### config.mk
export PLATFORM = sky130hd
export DESIGN_NAME = fetch_top
export DESIGN_NICKNAME = d
export VERILOG_FILES = /design/src/common/fetch_pkg.sv /design/src/icache/refill_counter.sv /design/src/icache/icache_array.sv /design/src/hdl/if_stage.sv /design/src/hdl/fetch_ctrl.sv /design/src/hdl/fetch_top.sv
export SDC_FILE = /design/constraint.sdc
export NUM_CORES = 2
export LEC_CHECK = 0
export BUFFER_PORTS_ARGS = -buffer_cell sky130_fd_sc_hd__clkbuf_2
export CELL_PAD_IN_SITES_DETAIL_PLACEMENT = 1
export CELL_PAD_IN_SITES_GLOBAL_PLACEMENT = 1
export CORE_ASPECT_RATIO = 0.75
export CORE_MARGIN = 2
export CORE_UTILIZATION = 51
export CTS_CLUSTER_DIAMETER = 30
export DETAILED_ROUTE_END_ITERATION = 12
export PLACE_DENSITY_LB_ADDON = 0.15
export SYNTH_ARGS = -nofsm -noshare
export SYNTH_HDL_FRONTEND = slang
export SYNTH_SLANG_ARGS = --single-unit
### constraint.sdc
create_clock -name clk_i -period 8.2 [get_ports clk_i]
set_input_delay 2.05 -clock clk_i [delete_from_list [all_inputs] [get_ports clk_i]]
set_output_delay 2.05 -clock clk_i [all_outputs]
set_load 0.05 [all_outputs]
### src/common/fetch_pkg.sv
package fetch_pkg;

    // Instruction virtual address
    typedef logic [39:0] addr_t;

    // Raw instruction word
    typedef logic [31:0] inst_t;

    // Source of the next program counter
    typedef enum logic [1:0] {
        // Keep current PC
        NEXT_PC_SEL_PC     = 2'b00,
        // Sequential advance
        NEXT_PC_SEL_PC_4   = 2'b01,
        // PC sent back from commit
        NEXT_PC_SEL_COMMIT = 2'b10
    } next_pc_sel_t;

    // Exception causes
    // Numbering follows the privileged spec mcause codes
    // NONE takes a reserved code so it never aliases a real cause
    typedef enum logic [3:0] {
        MISALIGNED_FETCH    = 4'd0,
        INSTR_ACCESS_FAULT  = 4'd1,
        ILLEGAL_INSTR       = 4'd2,
        BREAKPOINT          = 4'd3,
        LD_ADDR_MISALIGNED  = 4'd4,
        LD_ACCESS_FAULT     = 4'd5,
        ST_ADDR_MISALIGNED  = 4'd6,
        ST_ACCESS_FAULT     = 4'd7,
        USER_ECALL          = 4'd8,
        SUPERVISOR_ECALL    = 4'd9,
        MACHINE_ECALL       = 4'd11,
        INSTR_PAGE_FAULT    = 4'd12,
        LD_PAGE_FAULT       = 4'd13,
        // Reserved slot, used for "no exception"
        NONE                = 4'd14,
        ST_PAGE_FAULT       = 4'd15
    } exc_cause_t;

    // Boot address
    localparam addr_t RESET_PC = 40'h00_0000_1000;

endpackage

### src/icache/refill_counter.sv
`timescale 1ns/1ps

module refill_counter #(
    parameter int LINE_WORDS = 4
) (
    input  logic                          clk_i,
    input  logic                          rstn_i,

    // Line request issued
    input  logic                          start_i,
    // Memory word strobe
    input  logic                          rvalid_i,

    output logic [$clog2(LINE_WORDS)-1:0] word_idx_o,
    output logic                          last_word_o
);

    localparam int IDX_W = $clog2(LINE_WORDS);
    localparam logic [IDX_W-1:0] LAST_IDX = IDX_W'(LINE_WORDS - 1);

    logic             busy_q;
    logic [IDX_W-1:0] count_q;

    always_ff @(posedge clk_i or negedge rstn_i) begin
        if (!rstn_i) begin
            busy_q  <= 1'b0;
            count_q <= '0;
        end else if (start_i) begin
            // Words come back in ascending order from zero
            busy_q  <= 1'b1;
            count_q <= '0;
        end else if (busy_q && rvalid_i) begin
            count_q <= count_q + 1'b1;
            if (count_q == LAST_IDX) begin
                busy_q <= 1'b0;
            end
        end
    end

    assign word_idx_o  = count_q;
    assign last_word_o = busy_q & rvalid_i & (count_q == LAST_IDX);

    // Memory sends exactly one line per request
    a_no_stray_rvalid: assert property (
        @(posedge clk_i) disable iff (!rstn_i)
        rvalid_i |-> busy_q
    ) else $error("refill_counter: rvalid with no refill pending");

endmodule

### src/icache/icache_array.sv
`timescale 1ns/1ps

module icache_array #(
    parameter int LINE_WORDS = 4,
    parameter int SETS       = 16
) (
    input  logic                          clk_i,
    input  logic                          rstn_i,

    // Lookup address
    input  fetch_pkg::addr_t              pc_i,

    // Refill side
    input  logic                          refill_start_i,
    input  logic                          rvalid_i,
    input  logic                          last_word_i,
    input  logic [$clog2(LINE_WORDS)-1:0] word_idx_i,
    input  fetch_pkg::inst_t              rdata_i,

    output logic                          hit_o,
    output fetch_pkg::inst_t              inst_o,
    // Line address towards memory
    output fetch_pkg::addr_t              mem_addr_o
);

    import fetch_pkg::*;

    localparam int ADDR_W = $bits(addr_t);
    localparam int IDX_W  = $clog2(LINE_WORDS);
    // Byte offset within a line
    localparam int OFF_W  = IDX_W + 2;
    localparam int SET_W  = $clog2(SETS);
    localparam int TAG_W  = ADDR_W - OFF_W - SET_W;

    // Storage
    inst_t             data_q [SETS][LINE_WORDS];
    logic [TAG_W-1:0]  tag_q  [SETS];
    logic [SETS-1:0]   valid_q;

    // Line being refilled
    addr_t             line_addr_q;
    logic              line_pending_q;

    // Lookup fields
    logic [IDX_W-1:0]  pc_word;
    logic [SET_W-1:0]  pc_set;
    logic [TAG_W-1:0]  pc_tag;

    // Refill fields
    addr_t             start_line;
    logic [SET_W-1:0]  start_set;
    logic [SET_W-1:0]  line_set;
    logic [TAG_W-1:0]  line_tag;

    assign pc_word = pc_i[2 +: IDX_W];
    assign pc_set  = pc_i[OFF_W +: SET_W];
    assign pc_tag  = pc_i[ADDR_W-1 -: TAG_W];

    // Combinational hit and read
    assign hit_o  = valid_q[pc_set] & (tag_q[pc_set] == pc_tag);
    assign inst_o = data_q[pc_set][pc_word];

    assign start_line = {pc_i[ADDR_W-1:OFF_W], {OFF_W{1'b0}}};
    assign start_set  = pc_i[OFF_W +: SET_W];
    assign line_set   = line_addr_q[OFF_W +: SET_W];
    assign line_tag   = line_addr_q[ADDR_W-1 -: TAG_W];

    // Request cycle sees the live PC, later cycles the latch
    assign mem_addr_o = refill_start_i ? start_line : line_addr_q;

    // Refill address latch
    always_ff @(posedge clk_i) begin
        if (refill_start_i) begin
            line_addr_q <= start_line;
        end
    end

    always_ff @(posedge clk_i or negedge rstn_i) begin
        if (!rstn_i) begin
            line_pending_q <= 1'b0;
        end else if (refill_start_i) begin
            line_pending_q <= 1'b1;
        end else if (last_word_i) begin
            line_pending_q <= 1'b0;
        end
    end

    // Data and tag write port
    always_ff @(posedge clk_i) begin
        if (rvalid_i) begin
            data_q[line_set][word_idx_i] <= rdata_i;
        end
        if (last_word_i) begin
            tag_q[line_set] <= line_tag;
        end
    end

    // Valid bits
    always_ff @(posedge clk_i or negedge rstn_i) begin
        if (!rstn_i) begin
            valid_q <= '0;
        end else begin
            // Victim line drops out while it is overwritten
            if (refill_start_i) begin
                valid_q[start_set] <= 1'b0;
            end
            if (last_word_i) begin
                valid_q[line_set] <= 1'b1;
            end
        end
    end

    // Every word written lands in a line that was requested
    a_write_has_line: assert property (
        @(posedge clk_i) disable iff (!rstn_i)
        (rvalid_i | last_word_i) |-> line_pending_q
    ) else $error("icache_array: refill write with no latched line");

endmodule

### src/hdl/if_stage.sv
`timescale 1ns/1ps

module if_stage (
    input  logic                   clk_i,
    input  logic                   rstn_i,

    // Decode back-pressure
    input  logic                   stall_i,
    // Next PC source from the controller
    input  fetch_pkg::next_pc_sel_t next_pc_sel_i,
    // PC coming back from commit
    input  fetch_pkg::addr_t       redirect_pc_i,

    // Cache lookup result for the current PC
    input  logic                   hit_i,
    input  fetch_pkg::inst_t       inst_i,

    // Current PC towards cache and controller
    output fetch_pkg::addr_t       pc_o,
    output logic                   misaligned_o,

    // Packet to decode
    output logic                   fetch_valid_o,
    output fetch_pkg::addr_t       fetch_pc_o,
    output fetch_pkg::inst_t       fetch_inst_o,
    output logic                   fetch_ex_valid_o,
    output fetch_pkg::exc_cause_t  fetch_ex_cause_o
);

    import fetch_pkg::*;

    addr_t pc_q;
    addr_t next_pc;
    logic  misaligned;

    // Three-way next PC mux
    always_comb begin
        case (next_pc_sel_i)
            NEXT_PC_SEL_PC_4:   next_pc = pc_q + 40'd4;
            NEXT_PC_SEL_COMMIT: next_pc = redirect_pc_i;
            default:            next_pc = pc_q;
        endcase
    end

    // PC register
    always_ff @(posedge clk_i or negedge rstn_i) begin
        if (!rstn_i) begin
            pc_q <= RESET_PC;
        end else begin
            pc_q <= next_pc;
        end
    end

    // Only commit can bring in a PC with low bits set
    assign misaligned = |pc_q[1:0];

    assign pc_o         = pc_q;
    assign misaligned_o = misaligned;

    // Decode packet, same cycle as the lookup
    assign fetch_valid_o    = hit_i | misaligned;
    assign fetch_pc_o       = pc_q;
    // No instruction is returned for a faulting fetch
    assign fetch_inst_o     = misaligned ? '0 : inst_i;
    assign fetch_ex_valid_o = misaligned;
    assign fetch_ex_cause_o = misaligned ? MISALIGNED_FETCH : NONE;

    // Controller must park on a misaligned PC until the next redirect
    a_no_advance_misaligned: assert property (
        @(posedge clk_i) disable iff (!rstn_i)
        misaligned |-> (next_pc_sel_i != NEXT_PC_SEL_PC_4)
    ) else $error("if_stage: advance selected on misaligned PC");

    // Held packet keeps its PC while decode stalls
    a_stall_holds_pc: assert property (
        @(posedge clk_i) disable iff (!rstn_i)
        (stall_i && next_pc_sel_i != NEXT_PC_SEL_COMMIT) |=> $stable(pc_q)
    ) else $error("if_stage: PC moved during stall");

endmodule

### src/hdl/fetch_ctrl.sv
`timescale 1ns/1ps

module fetch_ctrl (
    input  logic                    clk_i,
    input  logic                    rstn_i,

    // Decode back-pressure, level
    input  logic                    stall_i,
    // Commit redirect, single-cycle pulse
    input  logic                    redirect_valid_i,

    // Lookup status of the current PC
    input  logic                    hit_i,
    input  logic                    misaligned_i,

    // Final refill word strobe from the counter
    input  logic                    last_word_i,

    output fetch_pkg::next_pc_sel_t next_pc_sel_o,
    // Line request, also arms counter and address latch
    output logic                    refill_start_o
);

    import fetch_pkg::*;

    typedef enum logic {
        LOOKUP = 1'b0,
        REFILL = 1'b1
    } state_t;

    state_t state_q;
    state_t state_d;
    logic   consume;
    logic   miss;

    // Packet leaves the stage this cycle
    // A hit on another line is usable even while a refill runs
    assign consume = hit_i & ~misaligned_i & ~stall_i;

    // Aligned miss that nothing else overrides
    assign miss = ~hit_i & ~misaligned_i & ~redirect_valid_i;

    // Next PC source
    always_comb begin
        if (redirect_valid_i) begin
            // Redirect wins over stall and miss
            next_pc_sel_o = NEXT_PC_SEL_COMMIT;
        end else if (consume) begin
            next_pc_sel_o = NEXT_PC_SEL_PC_4;
        end else begin
            next_pc_sel_o = NEXT_PC_SEL_PC;
        end
    end

    // Request goes out in the same cycle the miss is seen
    // Stall does not hold back a refill
    assign refill_start_o = (state_q == LOOKUP) & miss;

    always_comb begin
        state_d = state_q;
        case (state_q)
            LOOKUP: begin
                if (refill_start_o) begin
                    state_d = REFILL;
                end
            end
            REFILL: begin
                // Line written at this edge, next cycle hits
                if (last_word_i) begin
                    state_d = LOOKUP;
                end
            end
            default: state_d = LOOKUP;
        endcase
    end

    always_ff @(posedge clk_i or negedge rstn_i) begin
        if (!rstn_i) begin
            state_q <= LOOKUP;
        end else begin
            state_q <= state_d;
        end
    end

    // Counter only finishes a line that this FSM is waiting for
    a_last_in_refill: assert property (
        @(posedge clk_i) disable iff (!rstn_i)
        last_word_i |-> (state_q == REFILL)
    ) else $error("fetch_ctrl: last word outside REFILL");

    // One outstanding line at a time
    a_single_refill: assert property (
        @(posedge clk_i) disable iff (!rstn_i)
        refill_start_o |=> (!refill_start_o until_with last_word_i)
    ) else $error("fetch_ctrl: second refill before last word");

endmodule

### src/hdl/fetch_top.sv
`timescale 1ns/1ps

module fetch_top #(
    parameter int LINE_WORDS = 4,
    parameter int SETS       = 16
) (
    input  logic                   clk_i,
    input  logic                   rstn_i,

    // Core control
    input  logic                   stall_i,
    input  logic                   redirect_valid_i,
    input  fetch_pkg::addr_t       redirect_pc_i,

    // Line memory
    output logic                   mem_req_o,
    output fetch_pkg::addr_t       mem_addr_o,
    input  logic                   mem_rvalid_i,
    input  fetch_pkg::inst_t       mem_rdata_i,

    // Decode packet
    output logic                   fetch_valid_o,
    output fetch_pkg::addr_t       fetch_pc_o,
    output fetch_pkg::inst_t       fetch_inst_o,
    output logic                   fetch_ex_valid_o,
    output fetch_pkg::exc_cause_t  fetch_ex_cause_o
);

    import fetch_pkg::*;

    localparam int IDX_W = $clog2(LINE_WORDS);

    addr_t            pc;
    logic             misaligned;
    logic             hit;
    inst_t            inst;
    next_pc_sel_t     next_pc_sel;
    logic             refill_start;
    logic [IDX_W-1:0] word_idx;
    logic             last_word;

    // Line request leaves as a single pulse
    assign mem_req_o = refill_start;

    if_stage if_stage_i (
        .clk_i            (clk_i),
        .rstn_i           (rstn_i),
        .stall_i          (stall_i),
        .next_pc_sel_i    (next_pc_sel),
        .redirect_pc_i    (redirect_pc_i),
        .hit_i            (hit),
        .inst_i           (inst),
        .pc_o             (pc),
        .misaligned_o     (misaligned),
        .fetch_valid_o    (fetch_valid_o),
        .fetch_pc_o       (fetch_pc_o),
        .fetch_inst_o     (fetch_inst_o),
        .fetch_ex_valid_o (fetch_ex_valid_o),
        .fetch_ex_cause_o (fetch_ex_cause_o)
    );

    fetch_ctrl fetch_ctrl_i (
        .clk_i            (clk_i),
        .rstn_i           (rstn_i),
        .stall_i          (stall_i),
        .redirect_valid_i (redirect_valid_i),
        .hit_i            (hit),
        .misaligned_i     (misaligned),
        .last_word_i      (last_word),
        .next_pc_sel_o    (next_pc_sel),
        .refill_start_o   (refill_start)
    );

    refill_counter #(
        .LINE_WORDS (LINE_WORDS)
    ) refill_counter_i (
        .clk_i       (clk_i),
        .rstn_i      (rstn_i),
        .start_i     (refill_start),
        .rvalid_i    (mem_rvalid_i),
        .word_idx_o  (word_idx),
        .last_word_o (last_word)
    );

    icache_array #(
        .LINE_WORDS (LINE_WORDS),
        .SETS       (SETS)
    ) icache_array_i (
        .clk_i          (clk_i),
        .rstn_i         (rstn_i),
        .pc_i           (pc),
        .refill_start_i (refill_start),
        .rvalid_i       (mem_rvalid_i),
        .last_word_i    (last_word),
        .word_idx_i     (word_idx),
        .rdata_i        (mem_rdata_i),
        .hit_o          (hit),
        .inst_o         (inst),
        .mem_addr_o     (mem_addr_o)
    );

endmodule

==> reports/results.txt <==
Status -> finished, final reports clean
Met3 Use GR -> 6.783%
Met1 Use GR -> 45.10%
Seq/Total Area, Yosys -> 76.46%
Clk_lat worst skew -> 910 ps
DP Area -> 108800 um^2
CP arrival -> 5950 ps
Final Hold Viols -> 0
CTS tree -> yes
Die height -> 394.2 um
Wirelength, routed -> 294600 um
Crit path time final -> 8001 ps
Required @ worst endpoint -> 6150 ps
Seq cells post-synth -> 2660
H-tree depth -> 5
Final layout net count -> 5237
Post-Syn Area -> 103500 um^2
Drt first-iter violations -> 7471
Avg Cell Area, Syn -> 22.52 um^2
Period Utilization, post-route -> 97.57%
Number of buffers added on ports -> 194
Final hold slack -> 466.2 ps
Cells after synthesis -> 4598
Clock root cell -> clkbuf_16
Std cell rows -> 143
Layout cells sized above 1 -> 36.88%
Final ANT Viol Nets -> 0
Critical path capture point type -> primary output
Setup TNS -> 0 ps
Max-slew headroom -> 7.124%
Hold_buf cts -> 0
Area of the multi-input gates -> 23720 um^2
Starting density of the core -> 51.22%
GRT overflow -> 0
P&R area growth vs syn -> 19.74%
FMAX -> 0.1250 GHz
Met2 Usage GRT -> 41.39%
Clock Skew -> 52.17 ps
Global routing's busiest layer -> met1
Io pins -> 196
Die width -> 524.3 um
Post-route core utilization -> 61.33%
Hold Crit Class -> flop to flop
DRT Pass-1 Iters -> 5
Total clock sinks -> 2660
Setup crit start kind -> flop
Die area -> 206700 um^2
Max_cap viols -> 0
Syn_nets -> 4680
EDFF count, synth -> 2560
Core Area -> 202200 um^2
CP max stage delay -> 800 ps
Final setup violation count -> 0
CTS Buffer Depth -> 4
Number of fill cells in the layout -> 16364
Crit-path slowest cell -> mux2i_1
LEAKAGE -> 0.04044 uW
Vias per cell -> 6.446
CP top delay family -> compound AO/OA/AOI/OAI gates
Buf/Inv on CP -> 3
Unrepaired setup endpoints after global routing -> false
Worst slew pin tran -> 1393 ps
Most used DFF post-synth -> edfxtp_1
Max FO, Critical Path -> 34
Post-DP HPWL -> 162000 um
Yosys cell types -> 74
CTS Buf Count -> 455
Placer congestion estimate -> 0.8635
Kind of critical path -> flop to primary output
Number of global-route vias before repair -> 55143
Vias -> 53037
Largest net degree at the start of global routing -> 136
First-pass GRT wire length -> 419600 um
Critical path cell sequence -> inv_2, mux2i_1, a221oi_1, and3_1, o2111ai_1, nor2_1, a21oi_4, buf_4, mux2_2, clkbuf_2
Cell area power density -> 315.6 nW/um^2
Yosys warning total -> 0
Async set-reset flop share out of synthesis -> 2.256%
Initial antenna violation count -> 16
Clock slew at reported path FFs -> 50 ps
Gr usage total -> 28.80%
DRC Markers -> 0
Pins Over Slew Limit -> 0
Peak VDD IR -> 0.2503 mV
Register area -> 79200 um^2
Post-route cell area -> 124000 um^2
Wirelength per Cell -> 35.80 um
kinds of logic after synthesis:
kind of cell | share of synthesized area (%)
other cells | 0.003621
fa+ha+maj | 0.06042
xor+xnor | 0.2707
flops | 76.46
compound gates | 1.384
buf+inv | 1.239
mux | 18.38
simple gates | 2.199
cells in the mapped netlist, types with 5 or more instances:
cell / count / area (um^2)
and2_1: 37 / 231.5
nand2_1: 79 / 296.5
o22ai_1: 26 / 162.7
nor3_1: 30 / 150.1
o31ai_1: 16 / 120.1
xor2_1: 6 / 52.55
mux2i_1: 106 / 1061
or4_1: 13 / 97.59
nand3_1: 48 / 240.2
nand4_1: 15 / 93.84
buf_1: 42 / 157.7
o211ai_1: 6 / 45.04
nor2_1: 148 / 555.5
xnor2_1: 26 / 227.7
buf_6: 15 / 168.9
o21ai_0: 15 / 75.07
buf_4: 13 / 97.59
a21oi_1: 31 / 155.2
dfxtp_1: 40 / 800.8
inv_1: 21 / 78.83
or3_1: 11 / 68.82
nor4_1: 15 / 93.84
clkbuf_1: 154 / 578.1
a31oi_1: 23 / 143.9
a21o_1: 5 / 37.54
nor2b_1: 16 / 100.1
dfrtp_1: 59 / 1476
and3_1: 9 / 56.30
mux4_2: 750 / 16890
or2_2: 7 / 43.79
buf_2: 38 / 190.2
a22oi_1: 30 / 225.2
edfxtp_1: 2560 / 76870
mux2_2: 95 / 1070
ha_1: 5 / 62.56
a221oi_1: 18 / 157.7
cell usage in the layout (no fill, tap or decap), types with 23 or more instances in the layout:
master	count
clkbuf_1	52
clkinv_2	74
bufinv_16	49
nand2_1	79
mux2_2	95
dfrtp_1	53
and2_1	37
inv_6	30
nor3_1	30
clkinv_4	27
xnor2_1	26
clkbuf_2	193
a21oi_1	30
dfxtp_1	40
clkinv_1	63
clkinvlp_4	63
a22oi_1	30
a31oi_1	23
nand3_1	47
nor2_4	80
mux2i_1	106
mux4_2	750
nor2_1	68
edfxtp_1	2560
o22ai_1	26
buf_4	150
clkbuf_16	460
timing repair:
action,4_1_cts,5_1_grt
buffers inserted,1,1
gates resized for setup,1,1
endpoints found under the setup margin,1,23
registers in the layout, indices dropped and copies added, names as in the netlist:
register / cells
if_stage_i.fetch_pc_o: 40
icache_array_i.data_q: 2048
refill_counter_i.word_idx_o: 2
refill_counter_i.busy_q: 1
icache_array_i.tag_q: 512
icache_array_i.valid_q: 16
fetch_ctrl_i.state_q: 1
icache_array_i.line_addr_q: 40
routing by layer:
metal / part of all wire (%) / vias to the layer above
met1: 42 / 28786
met2: 45 / 2959
met3: 11 / 419
met5: 0.015 / -
li1: - / 20865
met4: 2.1 / 8
final timing paths:
kind,end,cells past startpoint,slack (ps),start
max in group asynchronous,if_stage_i.fetch_pc_o[2],2,6180,rstn_i
worst min-delay path,icache_array_i.line_addr_q[0],1,470,icache_array_i.line_addr_q[0]
worst min register to register,icache_array_i.line_addr_q[0],1,470,icache_array_i.line_addr_q[0]
worst max register to register,if_stage_i.fetch_pc_o[37],10,2900,if_stage_i.fetch_pc_o[7]
worst max-delay path,mem_addr_o[33],10,200,if_stage_i.fetch_pc_o[5]
min in group asynchronous,if_stage_i.fetch_pc_o[5],2,1360,rstn_i
power breakdown:
group | leakage [uW] | switching (uW) | internal (uW)
sequential | 0.0240 | 674 | 15900
clock | 0.00725 | 6710 | 11900
combinational | 0.00918 | 2640 | 1360
cell type report:
type                            instances  share of cell area, %
Inverter                               24                0.07871
Multi-Input combinational cell       1652                  19.13
Clock buffer                          517                  9.497
Timing Repair Buffer                  362                  1.982
Sequential cell                      2660                  63.87
Antenna cell                            7                0.01413
Clock inverter                        324                  2.714
Tap cell                             2682                  2.706
through the flow:
stage,total power (uW),cells,setup slack [ps]
3_5_place_dp,20740,7377,1003
2_1_floorplan,18870,4598,1821
3_3_place_gp,20620,7377,1122
5_1_grt,40120,8222,99.72
6_report,39130,8228,199.0
4_1_cts,39290,8219,104.1
Note: power is estimated with default switching activity, not from simulation.
